$ cat config.mk
export PLATFORM = sky130hd
export DESIGN_NAME = mbox_csr_flat
export DESIGN_NICKNAME = d
export VERILOG_FILES = /design/src/mbox_pkg.sv /design/src/mbox_hwif.sv /design/src/mbox_csr.sv /design/src/flat_wrapper.sv
export VERILOG_INCLUDE_DIRS = /design/src
export SDC_FILE = /design/constraint.sdc
export NUM_CORES = 1
export LEC_CHECK = 0
export ABC_AREA = 0
export BUFFER_PORTS_ARGS = -buffer_cell sky130_fd_sc_hd__clkbuf_2
export CAP_MARGIN = 20
export CORE_MARGIN = 1
export CORE_UTILIZATION = 54
export DETAILED_ROUTE_END_ITERATION = 10
export PLACE_DENSITY = 0.86
export SKIP_LAST_GASP = 1
export SYNTH_ARGS = -nofsm -noshare
export SYNTH_HDL_FRONTEND = slang
export SYNTH_SLANG_ARGS = --single-unit
$ cat constraint.sdc
create_clock -name clk -period 10.21 [get_ports clk]
set_input_delay 2.042 -clock clk [delete_from_list [all_inputs] [get_ports clk]]
set_output_delay 2.042 -clock clk [all_outputs]
set_load 0.01 [all_outputs]
$ cat src/mbox_consts.svh
// ****************************************
// mailbox constants
// sizes and register map of the mailbox
// ****************************************
`ifndef MBOX_CONSTS_SVH
`define MBOX_CONSTS_SVH

// word and request widths
`define MBOX_DATA_W 32
`define MBOX_ADDR_W 16

// the SRAM holds 256 words, so a word index needs 8 bits
`define MBOX_DEPTH 256
`define MBOX_PTR_W 8

// byte offset bits inside the register window
`define MBOX_OFS_W 10
// address bits above bit 9 select the register window at 0x0400
`define MBOX_CSR_BASE 6'h01

// register byte offsets within the window
`define MBOX_LOCK_OFS    10'h000
`define MBOX_USER_OFS    10'h004
`define MBOX_CMD_OFS     10'h008
`define MBOX_DLEN_OFS    10'h00C
`define MBOX_DATAIN_OFS  10'h010
`define MBOX_DATAOUT_OFS 10'h014
`define MBOX_EXECUTE_OFS 10'h018
`define MBOX_STATUS_OFS  10'h01C

`endif

$ cat src/mbox_pkg.sv
// ****************************************
// mailbox types
// vector typedefs and the protocol state encoding
// ****************************************
`include "mbox_consts.svh"

package mbox_pkg;

    // one data word as seen on the request and the SRAM
    typedef logic [`MBOX_DATA_W-1:0] mbox_data_t;

    // byte address carried with a request
    typedef logic [`MBOX_ADDR_W-1:0] mbox_addr_t;

    // word index into the SRAM
    typedef logic [`MBOX_PTR_W-1:0] mbox_ptr_t;

    // user tag of the requester, compared while the soc holds the lock
    typedef logic [7:0] mbox_user_t;

    // protocol states of the mailbox
    // the value is shown to software through the status register
    typedef enum logic [2:0] {
        MBOX_IDLE         = 3'd0,
        MBOX_RDY_FOR_CMD  = 3'd1,
        MBOX_RDY_FOR_DLEN = 3'd2,
        MBOX_RDY_FOR_DATA = 3'd3,
        MBOX_EXECUTE_UC   = 3'd4,
        MBOX_EXECUTE_SOC  = 3'd5
    } mbox_fsm_state_e;

endpackage

$ cat src/mbox_hwif.sv
// ****************************************
// mailbox register hardware interface
// register events toward the controller and updates back
// ****************************************
`timescale 1ns/1ps

interface mbox_hwif;
    import mbox_pkg::*;

    // register block to controller
    logic lock_value;
    logic lock_rd;
    // these three are already qualified by ownership
    logic cmd_wr;
    logic dlen_wr;
    logic datain_wr;
    logic dataout_rd;
    logic dataout_rd_owned;
    logic execute_value;

    // controller to register block
    logic            valid_user;
    logic            lock_set;
    logic            lock_clr;
    logic            dataout_we;
    mbox_data_t      dataout_next;
    mbox_fsm_state_e state;

    modport csr (
        output lock_value, lock_rd, cmd_wr, dlen_wr, datain_wr,
        output dataout_rd, dataout_rd_owned, execute_value,
        input  valid_user, lock_set, lock_clr, dataout_we, dataout_next, state
    );

    modport ctrl (
        input  lock_value, lock_rd, cmd_wr, dlen_wr, datain_wr,
        input  dataout_rd, dataout_rd_owned, execute_value,
        output valid_user, lock_set, lock_clr, dataout_we, dataout_next, state
    );

endinterface

$ cat src/mbox_csr.sv
// ****************************************
// mailbox register block
// offset decode, mailbox registers, owner-gated writes
// and combinational read data
// ****************************************
`timescale 1ns/1ps
`include "mbox_consts.svh"

module mbox_csr (
    input  logic                 clk,
    input  logic                 rst_b,
    input  logic                 req_dv,
    input  logic                 req_write,
    input  logic                 req_soc,
    input  mbox_pkg::mbox_user_t req_user,
    input  mbox_pkg::mbox_addr_t req_addr,
    input  mbox_pkg::mbox_data_t req_wdata,
    output mbox_pkg::mbox_data_t csr_rdata,
    output logic                 mbox_error,
    mbox_hwif.csr                hw
);
    import mbox_pkg::*;

    logic [`MBOX_OFS_W-1:0] ofs;
    logic       win_hit;
    logic       rd_req;
    logic       wr_req;
    logic       sel_lock, sel_user, sel_cmd, sel_dlen;
    logic       sel_datain, sel_dataout, sel_execute, sel_status;
    logic       ofs_mapped;
    logic       execute_wr;

    logic       lock_q;
    logic       execute_q;
    mbox_user_t user_q;
    logic       soc_owner_q;
    mbox_data_t cmd_q;
    mbox_data_t dlen_q;
    mbox_data_t dataout_q;

    // the upper address bits pick the window and the low bits the register
    assign ofs     = req_addr[`MBOX_OFS_W-1:0];
    assign win_hit = req_addr[`MBOX_ADDR_W-1:`MBOX_OFS_W] == `MBOX_CSR_BASE;
    assign rd_req  = req_dv & win_hit & ~req_write;
    assign wr_req  = req_dv & win_hit & req_write;

    assign sel_lock    = ofs == `MBOX_LOCK_OFS;
    assign sel_user    = ofs == `MBOX_USER_OFS;
    assign sel_cmd     = ofs == `MBOX_CMD_OFS;
    assign sel_dlen    = ofs == `MBOX_DLEN_OFS;
    assign sel_datain  = ofs == `MBOX_DATAIN_OFS;
    assign sel_dataout = ofs == `MBOX_DATAOUT_OFS;
    assign sel_execute = ofs == `MBOX_EXECUTE_OFS;
    assign sel_status  = ofs == `MBOX_STATUS_OFS;

    assign ofs_mapped = sel_lock | sel_user | sel_cmd | sel_dlen |
                        sel_datain | sel_dataout | sel_execute | sel_status;

    // anything in the window that hits no register is an error, read or write
    assign mbox_error = req_dv & win_hit & ~ofs_mapped;

    // reading the lock is what acquires it, so the read itself is the event
    assign hw.lock_rd          = rd_req & sel_lock;
    assign hw.cmd_wr           = wr_req & sel_cmd & hw.valid_user;
    assign hw.dlen_wr          = wr_req & sel_dlen & hw.valid_user;
    assign hw.datain_wr        = wr_req & sel_datain & hw.valid_user;
    assign hw.dataout_rd       = rd_req & sel_dataout;
    assign hw.dataout_rd_owned = rd_req & sel_dataout & hw.valid_user;
    assign execute_wr          = wr_req & sel_execute & hw.valid_user;

    assign hw.lock_value    = lock_q;
    assign hw.execute_value = execute_q;

    always_ff @(posedge clk or negedge rst_b) begin
        if (!rst_b) begin
            lock_q    <= 1'b0;
            execute_q <= 1'b0;
        end else begin
            // release wins over a new grant, though both never come together
            if (hw.lock_clr) begin
                lock_q <= 1'b0;
            end else if (hw.lock_set) begin
                lock_q <= 1'b1;
            end
            if (execute_wr) begin
                execute_q <= req_wdata[0];
            end
        end
    end

    // requester identity is recorded at the moment the lock is granted
    always_ff @(posedge clk) begin
        if (hw.lock_set) begin
            user_q      <= req_user;
            soc_owner_q <= req_soc;
        end
        if (hw.cmd_wr) begin
            cmd_q <= req_wdata;
        end
        if (hw.dlen_wr) begin
            dlen_q <= req_wdata;
        end
        if (hw.dataout_we) begin
            dataout_q <= hw.dataout_next;
        end
    end

    // read mux, datain reads back as zero
    always_comb begin
        csr_rdata = '0;
        if (sel_lock) begin
            csr_rdata = mbox_data_t'(lock_q);
        end else if (sel_user) begin
            csr_rdata = mbox_data_t'(user_q);
        end else if (sel_cmd) begin
            csr_rdata = cmd_q;
        end else if (sel_dlen) begin
            csr_rdata = dlen_q;
        end else if (sel_dataout) begin
            csr_rdata = dataout_q;
        end else if (sel_execute) begin
            csr_rdata = mbox_data_t'(execute_q);
        end else if (sel_status) begin
            // state in the low bits, bit 8 tells whether the soc owns the lock
            csr_rdata[2:0] = hw.state;
            csr_rdata[8]   = soc_owner_q;
        end
    end

endmodule

$ cat src/flat_wrapper.sv
// flat-port wrapper written by rule: the top's interface ports become plain ports
module mbox_csr_flat import mbox_pkg::*;
  (clk, rst_b, req_dv, req_write, req_soc, req_user, req_addr, req_wdata, csr_rdata, mbox_error, hw_lock_value, hw_lock_rd, hw_cmd_wr, hw_dlen_wr, hw_datain_wr, hw_dataout_rd, hw_dataout_rd_owned, hw_execute_value, hw_valid_user, hw_lock_set, hw_lock_clr, hw_dataout_we, hw_dataout_next, hw_state);
  mbox_hwif hw_i ();
  input  logic clk;
  input  logic rst_b;
  input  logic req_dv;
  input  logic req_write;
  input  logic req_soc;
  input  mbox_pkg::mbox_user_t req_user;
  input  mbox_pkg::mbox_addr_t req_addr;
  input  mbox_pkg::mbox_data_t req_wdata;
  output mbox_pkg::mbox_data_t csr_rdata;
  output logic mbox_error;
  output wire logic [$bits(hw_i.lock_value)-1:0] hw_lock_value;
  output wire logic [$bits(hw_i.lock_rd)-1:0] hw_lock_rd;
  output wire logic [$bits(hw_i.cmd_wr)-1:0] hw_cmd_wr;
  output wire logic [$bits(hw_i.dlen_wr)-1:0] hw_dlen_wr;
  output wire logic [$bits(hw_i.datain_wr)-1:0] hw_datain_wr;
  output wire logic [$bits(hw_i.dataout_rd)-1:0] hw_dataout_rd;
  output wire logic [$bits(hw_i.dataout_rd_owned)-1:0] hw_dataout_rd_owned;
  output wire logic [$bits(hw_i.execute_value)-1:0] hw_execute_value;
  input wire logic [$bits(hw_i.valid_user)-1:0] hw_valid_user;
  input wire logic [$bits(hw_i.lock_set)-1:0] hw_lock_set;
  input wire logic [$bits(hw_i.lock_clr)-1:0] hw_lock_clr;
  input wire logic [$bits(hw_i.dataout_we)-1:0] hw_dataout_we;
  input wire logic [$bits(hw_i.dataout_next)-1:0] hw_dataout_next;
  input wire logic [$bits(hw_i.state)-1:0] hw_state;
  assign hw_lock_value = hw_i.lock_value;
  assign hw_lock_rd = hw_i.lock_rd;
  assign hw_cmd_wr = hw_i.cmd_wr;
  assign hw_dlen_wr = hw_i.dlen_wr;
  assign hw_datain_wr = hw_i.datain_wr;
  assign hw_dataout_rd = hw_i.dataout_rd;
  assign hw_dataout_rd_owned = hw_i.dataout_rd_owned;
  assign hw_execute_value = hw_i.execute_value;
  assign hw_i.valid_user = hw_valid_user;
  assign hw_i.lock_set = hw_lock_set;
  assign hw_i.lock_clr = hw_lock_clr;
  assign hw_i.dataout_we = hw_dataout_we;
  assign hw_i.dataout_next = hw_dataout_next;
  assign hw_i.state = hw_state;
  mbox_csr u_core (.clk(clk), .rst_b(rst_b), .req_dv(req_dv), .req_write(req_write), .req_soc(req_soc), .req_user(req_user), .req_addr(req_addr), .req_wdata(req_wdata), .csr_rdata(csr_rdata), .mbox_error(mbox_error), .hw(hw_i));
endmodule
==> results by group <==
Routing
  – Via density: 5.55
  – WL/cell: 18.7 µm
  – Initial drt markers: 128
  – TritonRoute pass-1 iters: 4
  – Total vias in the final route: about 2.8k
  – Drt total wl: 9390 µm
  – # DRC: 0
  – Final ANT Viol Nets: 0

Timing
  – Final hold viol count: 0
  – Final min period: approximately 6.7 ns
  – Setup violators final: 0
  – Slew headroom: 0.311
  – Hold slack: 0.536 ns
  – Final WS setup: 3.55 ns
  – Unrepaired setup endpoints after global routing: no
  – Ratio of final minimum period to clock period: 0.653
  – Fmax: 0.150 GHz
  – Clk_skew: 0 ns
  – Actual slew at the worst max-slew pin: 1.03 ns
  – TNS Setup: 0 ns
  – Final-report max-slew violation count: 0

Pwr
  – Switch share: 0.229
  – Comb power frac: 0.051
  – Pleak: 2.05 nW
  – Total power: about 0.00080 W
  – Sequential power share: 0.629
  – Power per cell area: 152 nW/µm²
  – Worst VDD drop: 0.103 mV
  – Sw Pwr: ~0.00018 W
  – Clock power frac: 0.320
  – Pint: 0.000614 W

Worst setup path
  – Worst R2R End: u_core.hw.execute_value
  – Worst reg2reg path depth: 1
  – Element type at the critical path start: primary input
  – Crit end category: output port
  – Data arrival, critical path: roughly 4.6 ns
  – Worst Path Max Fanout: 22
  – Worst R2R Setup Slack: 9.42 ns
  – Crit Path Category: primary input to output port
  – CP required: 8.17 ns
  – CP Launch Point: req_addr[4]
  – RR Startpoint: u_core.hw.execute_value

Worst hold path
  – Min-delay src: u_core.hw.execute_value
  – Worst Hold Path Cells: 1
  – Worst hold path type: flip-flop to flip-flop
  – Worst Hold End: u_core.hw.execute_value

Layout
  – ANT cells: 0
  – Final #Nets: between 400 and 500
  – Syn-to-layout area delta: 23.0%
  – Layout cell share with drive strength beyond 1: 0.421

Yosys
  – Post-synthesis cell area: 4270 µm²
  – Count of state elements after synthesis: 107
  – Main synth FF type: edfxtp_1
  – Synth top area cells: edfxtp_1 74%, a221o_1 4.9%, and2_1 3.7%, nor4_4 1.5%, dfrtp_1 1.2%
  – Syn nets: 357
  – Post-synth top area cell: edfxtp_1
  – Yosys cell types: 42
  – EDFF count, synth: 105
  – Top cell type's share of synthesized area: 0.738
  – Ys async rst share: 0.0187
  – Yosys warnings: 0
  – Seq/Total Area, Yosys: 0.750
  – Syn Inst Count: 257
  – Syn_area_per_cell: 16.6 µm²

Clock tree
  – Postcts setup bufs: 0
  – Num CTS Buffers: 9
  – Hold buffer count at cts: 0
  – Clock Path Buffers: 2
  – Clk sinks: 107
  – Worst-path clk slew: 0.11 ns
  – Root Driver: clkbuf_8
  – CTS resizes: 0
  – H-tree Lvls: 3
  – Worst skew pair latency: 0.36 ns
  – CTS tree: done

Global route
  – Vias in the first global route: between 2k and 3k
  – Largest net degree at the start of global routing: 34
  – Antenna violations before repair: 0
  – GR Overflow Total: 0
  – First-pass GRT wire length: 14500 µm
  – GRT Overall Usage: 0.238

Outcome
  – Status: finished, final reports clean

Placement
  – Post-DP HPWL: 6410 µm
  – RD Place Congestion: 0.833
  – Count of buffers inserted at the top-level ports: 140
  – Post-Place Worst Slack: 3.57 ns

Die
  – Full die area: 8270 µm²
  – Initial Util: 0.556
  – Core box area: 7690 µm²
  – Die span in y: ~90 µm
  – Standard-cell rows: 32
  – I/O pin total: 141
  – DIE WIDTH: about 91 µm

Run
  – Max Cap Viol: 0
-- critical path, cell delays in order --
cell	delay, ns
clkbuf_2	0.26
or4_1	0.68
or2_1	0.35
nor2_2	0.83
a221o_1	0.30
clkbuf_2	0.14
-- cell type report --
cell class	instances	area, µm²
Clock buffer	9	124
Timing Repair Buffer	143	727
Fill cell	560	2430
Sequential cell	107	3200
Tap cell	102	128
Inverter	3	11.3
Multi-Input combinational cell	132	980
Clock inverter	7	80.1
-- stage by stage --
step / instance area, µm² / cells / util
2_1_floorplan: 4270 / 257 / -
3_3_place_gp: 5040 / 486 / 0.655
3_5_place_dp: 5040 / 486 / 0.655
4_1_cts: 5240 / 502 / 0.682
5_1_grt: 5250 / 503 / 0.683
6_report: 5250 / 503 / 0.683
-- cell usage after synthesis, drive strengths merged, types with 3 or more instances --
master	count
edfxtp	105
nand3	3
nand2	11
clkbuf	7
a31oi	3
o311ai	3
buf	8
nand2b	6
mux2i	5
a21oi	4
o21ai	4
or4	3
o22ai	3
nor3	3
nor2	11
inv	3
a2bb2oi	4
nor4	5
and2	25
a221o	21
-- state kept, by name, indices dropped and copies added, names as in the netlist --
signal	flops
u_core.hw.execute_value	1
u_core.hw.lock_value	1
u_core.dlen_q	32
u_core.user_q	8
u_core.cmd_q	32
u_core.soc_owner_q	1
u_core.dataout_q	32
-- power groups by stage --
stage	registers (W)	clock network, W	logic [W]
finish	0.000501	0.000255	0.0000407
global route	0.000502	0.000277	0.0000443
CTS	0.000501	0.000261	0.0000407
detailed placement	0.000511	0	0.0000405
global placement	0.000511	0	0.0000385
floorplan	0.000509	0	0.0000132
-- cell families (layout without fill, tap and decap cells) --
family,Yosys count,after routing,share of synthesized area
flip-flops,107,107,0.750
AND/OR/NAND/NOR,74,74,0.108
AO/OA/AOI/OAI,50,50,0.0967
buffers and inverters,18,162,0.0231
multiplexers,8,8,0.0223
-- worst max-delay path by stage --
stage	to	slack (ns)	cells after the start
2_1_floorplan	hw_cmd_wr	2.67	5
3_3_place_gp	csr_rdata[19]	3.65	6
3_5_place_dp	csr_rdata[11]	3.57	6
4_1_cts	csr_rdata[24]	3.56	6
5_1_grt	csr_rdata[24]	3.39	6
6_report	csr_rdata[24]	3.55	6
-- cells in the final DEF, fill, tap and decap left out, types with 4 or more instances in the layout --
cell type,Yosys,final
nor2_1,9,9
nand2_1,11,11
clkbuf_2,0,140
clkbuf_8,0,9
edfxtp_1,105,105
a21oi_1,4,4
nand2b_1,6,6
mux2i_1,5,5
a221o_1,21,21
and2_1,25,25
a2bb2oi_1,4,4
o21ai_0,4,4
-- metal layers --
metal | up-vias | GRT usage | share of wire
met5 | - | 0 | 0
met4 | 0 | 0.101 | 0.020
li1 | 1302 | - | -
met2 | 128 | 0.424 | 0.53
met1 | 1346 | 0.273 | 0.38
met3 | 17 | 0.0603 | 0.073
Power figures use the tool's default switching activity.
