--- config.mk ---
export PLATFORM = sky130hd
export DESIGN_NAME = mbox_ctrl_flat
export DESIGN_NICKNAME = d
export VERILOG_FILES = /design/src/mbox_pkg.sv /design/src/mbox_hwif.sv /design/src/mbox_sram_if.sv /design/src/mbox_ctrl.sv /design/src/flat_wrapper.sv
export VERILOG_INCLUDE_DIRS = /design/src
export SDC_FILE = /design/constraint.sdc
export NUM_CORES = 1
export LEC_CHECK = 0
export BUFFER_PORTS_ARGS = -buffer_cell sky130_fd_sc_hd__buf_2
export CORE_AREA = 4 4 94 96
export CTS_CLUSTER_SIZE = 24
export DETAILED_ROUTE_END_ITERATION = 8
export DIE_AREA = 0 0 98 100
export PLACE_DENSITY = 0.77
export RECOVER_POWER = 25
export SLEW_MARGIN = 20
export SYNTH_ARGS = -nofsm -noshare
export SYNTH_HDL_FRONTEND = slang
export SYNTH_SLANG_ARGS = --single-unit
--- constraint.sdc ---
create_clock -name clk -period 4.2 [get_ports clk]
set_input_delay 0.42 -clock clk [delete_from_list [all_inputs] [get_ports clk]]
set_output_delay 0.42 -clock clk [all_outputs]
set_load 0.005 [all_outputs]
--- src/mbox_consts.svh ---
// ****************************************
// mailbox constants
// sizes and register map of the mailbox
// ****************************************
`ifndef MBOX_CONSTS_SVH
`define MBOX_CONSTS_SVH

// word and request widths
`define MBOX_DATA_W 32
`define MBOX_ADDR_W 16

// the SRAM holds 256 words, so a word index needs 8 bits
`define MBOX_DEPTH 256
`define MBOX_PTR_W 8

// byte offset bits inside the register window
`define MBOX_OFS_W 10
// address bits above bit 9 select the register window at 0x0400
`define MBOX_CSR_BASE 6'h01

// register byte offsets within the window
`define MBOX_LOCK_OFS    10'h000
`define MBOX_USER_OFS    10'h004
`define MBOX_CMD_OFS     10'h008
`define MBOX_DLEN_OFS    10'h00C
`define MBOX_DATAIN_OFS  10'h010
`define MBOX_DATAOUT_OFS 10'h014
`define MBOX_EXECUTE_OFS 10'h018
`define MBOX_STATUS_OFS  10'h01C

`endif

--- src/mbox_pkg.sv ---
// ****************************************
// mailbox types
// vector typedefs and the protocol state encoding
// ****************************************
`include "mbox_consts.svh"

package mbox_pkg;

    // one data word as seen on the request and the SRAM
    typedef logic [`MBOX_DATA_W-1:0] mbox_data_t;

    // byte address carried with a request
    typedef logic [`MBOX_ADDR_W-1:0] mbox_addr_t;

    // word index into the SRAM
    typedef logic [`MBOX_PTR_W-1:0] mbox_ptr_t;

    // user tag of the requester, compared while the soc holds the lock
    typedef logic [7:0] mbox_user_t;

    // protocol states of the mailbox
    // the value is shown to software through the status register
    typedef enum logic [2:0] {
        MBOX_IDLE         = 3'd0,
        MBOX_RDY_FOR_CMD  = 3'd1,
        MBOX_RDY_FOR_DLEN = 3'd2,
        MBOX_RDY_FOR_DATA = 3'd3,
        MBOX_EXECUTE_UC   = 3'd4,
        MBOX_EXECUTE_SOC  = 3'd5
    } mbox_fsm_state_e;

endpackage

--- src/mbox_hwif.sv ---
// ****************************************
// mailbox register hardware interface
// register events toward the controller and updates back
// ****************************************
`timescale 1ns/1ps

interface mbox_hwif;
    import mbox_pkg::*;

    // register block to controller
    logic lock_value;
    logic lock_rd;
    // these three are already qualified by ownership
    logic cmd_wr;
    logic dlen_wr;
    logic datain_wr;
    logic dataout_rd;
    logic dataout_rd_owned;
    logic execute_value;

    // controller to register block
    logic            valid_user;
    logic            lock_set;
    logic            lock_clr;
    logic            dataout_we;
    mbox_data_t      dataout_next;
    mbox_fsm_state_e state;

    modport csr (
        output lock_value, lock_rd, cmd_wr, dlen_wr, datain_wr,
        output dataout_rd, dataout_rd_owned, execute_value,
        input  valid_user, lock_set, lock_clr, dataout_we, dataout_next, state
    );

    modport ctrl (
        input  lock_value, lock_rd, cmd_wr, dlen_wr, datain_wr,
        input  dataout_rd, dataout_rd_owned, execute_value,
        output valid_user, lock_set, lock_clr, dataout_we, dataout_next, state
    );

endinterface

--- src/mbox_sram_if.sv ---
// ****************************************
// mailbox SRAM port
// request and response between controller and memory
// ****************************************
`timescale 1ns/1ps

interface mbox_sram_if;
    import mbox_pkg::*;

    // request side, driven by the controller
    logic       cs;
    logic       we;
    mbox_ptr_t  addr;
    mbox_data_t wdata;

    // read word, valid the cycle after a read request
    mbox_data_t rdata;

    modport ctrl (
        output cs, we, addr, wdata,
        input  rdata
    );

    modport memory (
        input  cs, we, addr, wdata,
        output rdata
    );

endinterface

--- src/mbox_ctrl.sv ---
// ****************************************
// mailbox controller
// protocol FSM, ownership check, SRAM pointers,
// direct SRAM access and dataout refresh
// ****************************************
`timescale 1ns/1ps
`include "mbox_consts.svh"

module mbox_ctrl (
    input  logic                 clk,
    input  logic                 rst_b,
    input  logic                 dir_req_dv,
    input  logic                 req_write,
    input  logic                 req_soc,
    input  mbox_pkg::mbox_user_t req_user,
    input  mbox_pkg::mbox_addr_t req_addr,
    input  mbox_pkg::mbox_data_t req_wdata,
    input  mbox_pkg::mbox_data_t csr_rdata,
    output mbox_pkg::mbox_data_t rdata,
    output logic                 req_hold,
    output logic                 uc_mbox_data_avail,
    output logic                 soc_mbox_data_avail,
    mbox_hwif.ctrl               hw,
    mbox_sram_if.ctrl            sram
);
    import mbox_pkg::*;

    mbox_fsm_state_e state_q;
    mbox_fsm_state_e state_d;

    logic       arc_lock, arc_cmd, arc_dlen, arc_exec, arc_done;
    logic       in_data, in_exec;
    logic       soc_has_lock;
    mbox_user_t lock_user;

    mbox_ptr_t  wrptr, rdptr;
    mbox_ptr_t  dir_ptr;
    logic       datain_owned;
    logic       inc_rdptr, inc_rdptr_f, inc_rdptr_ff;
    logic       update_dataout;

    logic       dir_req_q;
    logic       dir_rd_f;
    logic       sram_we;

    assign in_data = state_q == MBOX_RDY_FOR_DATA;
    assign in_exec = (state_q == MBOX_EXECUTE_UC) | (state_q == MBOX_EXECUTE_SOC);

    // a lock read that finds the lock free takes it
    assign arc_lock = (state_q == MBOX_IDLE) & hw.lock_rd & ~hw.lock_value;
    assign arc_cmd  = (state_q == MBOX_RDY_FOR_CMD) & hw.cmd_wr;
    assign arc_dlen = (state_q == MBOX_RDY_FOR_DLEN) & hw.dlen_wr;
    assign arc_exec = in_data & hw.execute_value;
    // clearing execute ends the transfer and frees the lock
    assign arc_done = in_exec & ~hw.execute_value;

    always_comb begin
        state_d = state_q;
        case (state_q)
            MBOX_IDLE: begin
                if (arc_lock) begin
                    state_d = MBOX_RDY_FOR_CMD;
                end
            end
            MBOX_RDY_FOR_CMD: begin
                if (arc_cmd) begin
                    state_d = MBOX_RDY_FOR_DLEN;
                end
            end
            MBOX_RDY_FOR_DLEN: begin
                if (arc_dlen) begin
                    state_d = MBOX_RDY_FOR_DATA;
                end
            end
            MBOX_RDY_FOR_DATA: begin
                // the message goes to the side that did not take the lock
                if (arc_exec) begin
                    state_d = soc_has_lock ? MBOX_EXECUTE_UC : MBOX_EXECUTE_SOC;
                end
            end
            MBOX_EXECUTE_UC, MBOX_EXECUTE_SOC: begin
                if (arc_done) begin
                    state_d = MBOX_IDLE;
                end
            end
            default: begin
                state_d = MBOX_IDLE;
            end
        endcase
    end

    assign uc_mbox_data_avail  = state_q == MBOX_EXECUTE_UC;
    assign soc_mbox_data_avail = state_q == MBOX_EXECUTE_SOC;

    // the uc owns by side alone, the soc also has to match the tag it locked with
    assign hw.valid_user = hw.lock_value &
                           ((~soc_has_lock & ~req_soc) |
                            (soc_has_lock & req_soc & (req_user == lock_user)));
    assign hw.lock_set   = arc_lock;
    assign hw.lock_clr   = arc_done;
    assign hw.state      = state_q;

    // datain only reaches the SRAM while the message is being filled
    assign datain_owned = in_data & hw.datain_wr;
    // the receiver drains without an ownership check
    assign inc_rdptr = (in_data & hw.dataout_rd_owned) | (in_exec & hw.dataout_rd);

    // a datain write at the read pointer goes straight into dataout
    assign update_dataout = datain_owned & (wrptr == rdptr);

    always_ff @(posedge clk or negedge rst_b) begin
        if (!rst_b) begin
            state_q      <= MBOX_IDLE;
            soc_has_lock <= 1'b0;
            wrptr        <= '0;
            rdptr        <= '0;
            inc_rdptr_f  <= 1'b0;
            inc_rdptr_ff <= 1'b0;
            dir_rd_f     <= 1'b0;
        end else begin
            state_q <= state_d;
            if (arc_lock) begin
                soc_has_lock <= req_soc;
            end
            if (arc_done) begin
                wrptr <= '0;
            end else if (datain_owned) begin
                wrptr <= wrptr + 1'b1;
            end
            if (arc_done) begin
                rdptr <= '0;
            end else if (inc_rdptr) begin
                rdptr <= rdptr + 1'b1;
            end
            // read the new pointer one cycle on, load dataout the cycle after
            inc_rdptr_f  <= inc_rdptr;
            inc_rdptr_ff <= inc_rdptr_f;
            // marks the data phase of a direct read
            dir_rd_f <= dir_req_q & ~req_write;
        end
    end

    always_ff @(posedge clk) begin
        if (arc_lock) begin
            lock_user <= req_user;
        end
    end

    // the second cycle of a direct read is its data phase, not a new request
    assign dir_req_q = dir_req_dv & ~dir_rd_f;
    assign req_hold  = dir_req_q & ~req_write;
    assign dir_ptr   = req_addr[`MBOX_PTR_W+1:2];

    assign sram_we = (dir_req_q & req_write) | datain_owned;

    always_comb begin
        sram.cs    = dir_req_q | sram_we | inc_rdptr_f;
        sram.we    = sram_we;
        sram.wdata = req_wdata;
        if (dir_req_q) begin
            sram.addr = dir_ptr;
        end else if (sram_we) begin
            sram.addr = wrptr;
        end else begin
            sram.addr = rdptr;
        end
    end

    assign rdata = dir_rd_f ? sram.rdata : csr_rdata;

    assign hw.dataout_we   = update_dataout | inc_rdptr_ff;
    assign hw.dataout_next = update_dataout ? req_wdata : sram.rdata;

endmodule

--- src/flat_wrapper.sv ---
// flat-port wrapper written by rule: the top's interface ports become plain ports
module mbox_ctrl_flat import mbox_pkg::*;
  (clk, rst_b, dir_req_dv, req_write, req_soc, req_user, req_addr, req_wdata, csr_rdata, rdata, req_hold, uc_mbox_data_avail, soc_mbox_data_avail, hw_lock_value, hw_lock_rd, hw_cmd_wr, hw_dlen_wr, hw_datain_wr, hw_dataout_rd, hw_dataout_rd_owned, hw_execute_value, hw_valid_user, hw_lock_set, hw_lock_clr, hw_dataout_we, hw_dataout_next, hw_state, sram_cs, sram_we, sram_addr, sram_wdata, sram_rdata);
  mbox_hwif hw_i ();
  mbox_sram_if sram_i ();
  input  logic clk;
  input  logic rst_b;
  input  logic dir_req_dv;
  input  logic req_write;
  input  logic req_soc;
  input  mbox_pkg::mbox_user_t req_user;
  input  mbox_pkg::mbox_addr_t req_addr;
  input  mbox_pkg::mbox_data_t req_wdata;
  input  mbox_pkg::mbox_data_t csr_rdata;
  output mbox_pkg::mbox_data_t rdata;
  output logic req_hold;
  output logic uc_mbox_data_avail;
  output logic soc_mbox_data_avail;
  input wire logic [$bits(hw_i.lock_value)-1:0] hw_lock_value;
  input wire logic [$bits(hw_i.lock_rd)-1:0] hw_lock_rd;
  input wire logic [$bits(hw_i.cmd_wr)-1:0] hw_cmd_wr;
  input wire logic [$bits(hw_i.dlen_wr)-1:0] hw_dlen_wr;
  input wire logic [$bits(hw_i.datain_wr)-1:0] hw_datain_wr;
  input wire logic [$bits(hw_i.dataout_rd)-1:0] hw_dataout_rd;
  input wire logic [$bits(hw_i.dataout_rd_owned)-1:0] hw_dataout_rd_owned;
  input wire logic [$bits(hw_i.execute_value)-1:0] hw_execute_value;
  output wire logic [$bits(hw_i.valid_user)-1:0] hw_valid_user;
  output wire logic [$bits(hw_i.lock_set)-1:0] hw_lock_set;
  output wire logic [$bits(hw_i.lock_clr)-1:0] hw_lock_clr;
  output wire logic [$bits(hw_i.dataout_we)-1:0] hw_dataout_we;
  output wire logic [$bits(hw_i.dataout_next)-1:0] hw_dataout_next;
  output wire logic [$bits(hw_i.state)-1:0] hw_state;
  output wire logic [$bits(sram_i.cs)-1:0] sram_cs;
  output wire logic [$bits(sram_i.we)-1:0] sram_we;
  output wire logic [$bits(sram_i.addr)-1:0] sram_addr;
  output wire logic [$bits(sram_i.wdata)-1:0] sram_wdata;
  input wire logic [$bits(sram_i.rdata)-1:0] sram_rdata;
  assign hw_i.lock_value = hw_lock_value;
  assign hw_i.lock_rd = hw_lock_rd;
  assign hw_i.cmd_wr = hw_cmd_wr;
  assign hw_i.dlen_wr = hw_dlen_wr;
  assign hw_i.datain_wr = hw_datain_wr;
  assign hw_i.dataout_rd = hw_dataout_rd;
  assign hw_i.dataout_rd_owned = hw_dataout_rd_owned;
  assign hw_i.execute_value = hw_execute_value;
  assign hw_valid_user = hw_i.valid_user;
  assign hw_lock_set = hw_i.lock_set;
  assign hw_lock_clr = hw_i.lock_clr;
  assign hw_dataout_we = hw_i.dataout_we;
  assign hw_dataout_next = hw_i.dataout_next;
  assign hw_state = hw_i.state;
  assign sram_cs = sram_i.cs;
  assign sram_we = sram_i.we;
  assign sram_addr = sram_i.addr;
  assign sram_wdata = sram_i.wdata;
  assign sram_i.rdata = sram_rdata;
  mbox_ctrl u_core (.clk(clk), .rst_b(rst_b), .dir_req_dv(dir_req_dv), .req_write(req_write), .req_soc(req_soc), .req_user(req_user), .req_addr(req_addr), .req_wdata(req_wdata), .csr_rdata(csr_rdata), .rdata(rdata), .req_hold(req_hold), .uc_mbox_data_avail(uc_mbox_data_avail), .soc_mbox_data_avail(soc_mbox_data_avail), .hw(hw_i), .sram(sram_i));
endmodule
==> out/metrics.yaml <==
routing:
  routedWlPerCell_um: 16.38
  drt_iter0_markers: 72
  ant_nets: 0
  firstDrtPassIters: 4
  vias: 2877
  via_per_inst: 4.827
  drc_errors: 0
  routed_wl_mm: 9.763
placed_design:
  place_area_sq_mm: 0.003913
  dp_slack_ps: 1057
  gp_congestion: 0.9854
  io_buffers: 240
  dp_hpwl_mm: 8.128
floorplanning:
  coreArea_sq_mm: 0.008051
  die_h_um: 100
  start_util: 0.3591
  fp.dieArea_sq_mm: 0.009800
  chipWidth_um: 98
  io_pins: 249
  rows: 33
power:
  clkPwrFrac: 0.209
  pwr-share-seq: 0.356
  switchingPower_w: 0.0004778
  p_sw_frac: 0.3568
  max-vdd-ir-drop_uv: 227.2
  p_per_area_mw_per_mm2: 333.9
  p_comb_frac: 0.435
  p_int_w: 0.0008614
  p_leak_nw: 2.155
global_route:
  grt-busiest-layer: "met2"
  grt_use_met2: 0.3267
  grt_pass1_wl_mm: 14.89
  grt_pass1_vias: 2842
  antenna_found_initial: 2
  grt_usage: 0.1854
  grt_max_degree: 33
  grt_overflow_total: 0
  met1_usage: 0.2358
  use_met3: 0.03683
clock_network:
  clock_path_buffers: 2
  htree_levels: 2
  postCtsSetupBuffers: 0
  clockRootBuffer: "clkbuf_8"
  cts-resized-gates: 0
  cts.clk_slew.worst_paths_ps: 60
  clock_sinks: 31
  cts-buffers-inserted: 5
  cts_tree: "built"
  insertion_delay_ps: 280
  holdBufCountCts: 0
synthesis:
  yosysMostFrequentCell: "mux2_2"
  synth_fp_nets: 422
  syn_inst: 287
  syn-cell-area_sq_mm: 0.002892
  synth_area_leaders: "dfrtp_1 20%, mux2_4 15%, mux2_2 14%, buf_4 8.3%, edfxtp_1 8.3%"
  yosysWarnings: 0
  async_reset_ff_frac: 0.7419
  synth-edff-count: 8
  synth_ff_type: "dfrtp_1"
  ys_seq_elements: 31
  synth.avg_cell_area_sq_um: 10.07
  ys_top_cells_by_count: "36 x mux2_2, 32 x buf_4, 29 x mux2_4"
  ys_types: 36
  seq_area_frac_synth: 0.2821
  yosysTopAreaCellShare: 0.1990
  yosysTopAreaCell: "dfrtp_1"
timing:
  setup_slack_ps: 816.4
  final.setup.tns_ps: 0
  fmax_ghz: 0.2955
  worst_pin_slew_ps: 1231
  slew_headroom: 0.1795
  maxSlewViolCount: 0
  hold_viol_final: 0
  setup_viol: 0
  min_period_over_period: 0.8056
  rsz0062_at_grt: "false"
  finClkSkew_ps: 7.152
  period_minus_slack_ps: 3384
layout:
  nNetsFinal: 623
  syn_to_final_growth_pct: 38.68
  fill_cells: 767
  final_core_util: 0.4981
  finalInstanceArea_sq_mm: 0.004010
  layout-drive-gt1-share: 0.6278
worst_setup_path:
  start_kind: "register"
  rr_startpoint: "u_core.hw.state[1]"
  setup.worst_path.start: "u_core.hw.state[1]"
  cpPeakStageDelay_ps: 610
  cp_max_fo: 18
  critPathCaptureType: "output pin"
  cp_cell_sequence: "nand4b_1, nor3_1, nand4_2, buf_4, mux2_4, buf_2"
  cp_data_required_time_ps: 3780
  slowest_stage: "nand4_2"
  path_class: "reg2out"
  critPathArrivalTime_ps: 2960
run:
  drv_cap: 0
hold_path:
  hp-class: "in2reg"
  min_from: "req_write"
status:
  outcome: "finished, final reports clean"
## cell usage in the layout (no fill, tap or decap), types with 2 or more instances in the layout
master,Yosys,layout
nand2b_1,3,3
a21oi_1,7,7
xor2_1,12,12
buf_4,32,5
nand3_1,10,10
nand4b_1,2,2
nand2_1,20,20
buf_2,6,228
nor2_1,21,21
nor2b_1,3,3
xnor2_1,18,18
a211oi_1,3,3
edfxtp_1,8,8
inv_1,2,2
ha_1,2,2
mux2_4,29,29
clkbuf_1,9,11
diode_2,0,2
mux2_2,36,36
nand4_1,4,4
dfrtp_1,23,23
mux2i_1,8,8
o21ai_0,10,10
and2_1,3,3
clkbuf_8,0,5
## power groups by stage
| stage | combinational (W) | sequential (W) | clock, W |
|---|---|---|---|
| after floorplan | 0.000430 | 0.000415 | 0 |
| after global placement | 0.000574 | 0.000476 | 0 |
| after detailed placement | 0.000589 | 0.000480 | 0 |
| after CTS | 0.000592 | 0.000474 | 0.000288 |
| after global routing | 0.000644 | 0.000490 | 0.000302 |
| final | 0.000582 | 0.000477 | 0.000280 |
## layout make-up
| class | instances | area [sq um] | share of cell area |
|---|---|---|---|
| Timing Repair Buffer | 245 | 1224 | 0.3051 |
| Clock inverter | 3 | 38.79 | 0.009672 |
| Tap cell | 105 | 131.4 | 0.03276 |
| Multi-Input combinational cell | 203 | 1719 | 0.4287 |
| Sequential cell | 31 | 815.8 | 0.2034 |
| Antenna cell | 2 | 5.005 | 0.001248 |
| Inverter | 2 | 7.507 | 0.001872 |
| Clock buffer | 5 | 68.82 | 0.01716 |
## kinds of logic (layout without fill, tap and decap cells)
group / after synthesis / count (layout) / synth area share
other cells: 0 / 2 / 0
fa+ha+maj: 2 / 2 / 0.008653
mux: 73 / 73 / 0.3185
xor+xnor: 30 / 30 / 0.09087
buf+inv: 53 / 255 / 0.1233
flops: 31 / 31 / 0.2821
compound gates: 23 / 23 / 0.04587
simple gates: 75 / 75 / 0.1307
## stage by stage
stage	hold WS, ps	std cells	total power (W)
after floorplan	124.4	287	0.0008459
after global placement	362.3	586	0.001049
after detailed placement	378.7	586	0.001069
after CTS	123.6	594	0.001354
after global routing	329.1	596	0.001436
final	331.7	596	0.001339
## worst paths after layout
kind                                  endpoint  slack, ps  cells past startpoint
max in group asynchronous      u_core.rdptr[4]       3080                      1
hold reg to reg            u_core.inc_rdptr_ff        380                      0
setup / recovery            hw_dataout_next[7]        820                      6
min in group asynchronous   u_core.hw.state[1]        380                      1
setup reg to reg               u_core.wrptr[7]       2360                      4
hold / removal                 u_core.dir_rd_f        330                      2
## flip-flops by register name, indices dropped and copies added, names as in the netlist
| register | cells |
|---|---|
| u_core.lock_user | 8 |
| u_core.inc_rdptr_f | 1 |
| u_core.hw.state | 3 |
| u_core.inc_rdptr_ff | 1 |
| u_core.wrptr | 8 |
| u_core.dir_rd_f | 1 |
| u_core.soc_has_lock | 1 |
| u_core.rdptr | 8 |
## routing by layer
metal | part of all wire | routed length (um) | vias up
met5 | 0 | 0 | -
met4 | 0.0083 | 81 | 0
met3 | 0.079 | 768 | 8
met2 | 0.51 | 4950 | 136
met1 | 0.41 | 3963 | 1358
li1 | - | - | 1375
## worst max-delay path, delay by kind of cell, from the launching register on
kind	cells	cell delay [ps]
AND/OR/NAND/NOR	3	1160
buffers and inverters	2	620
flip-flops	1	560
multiplexers	1	340
(Power assumes the default switching activity.)
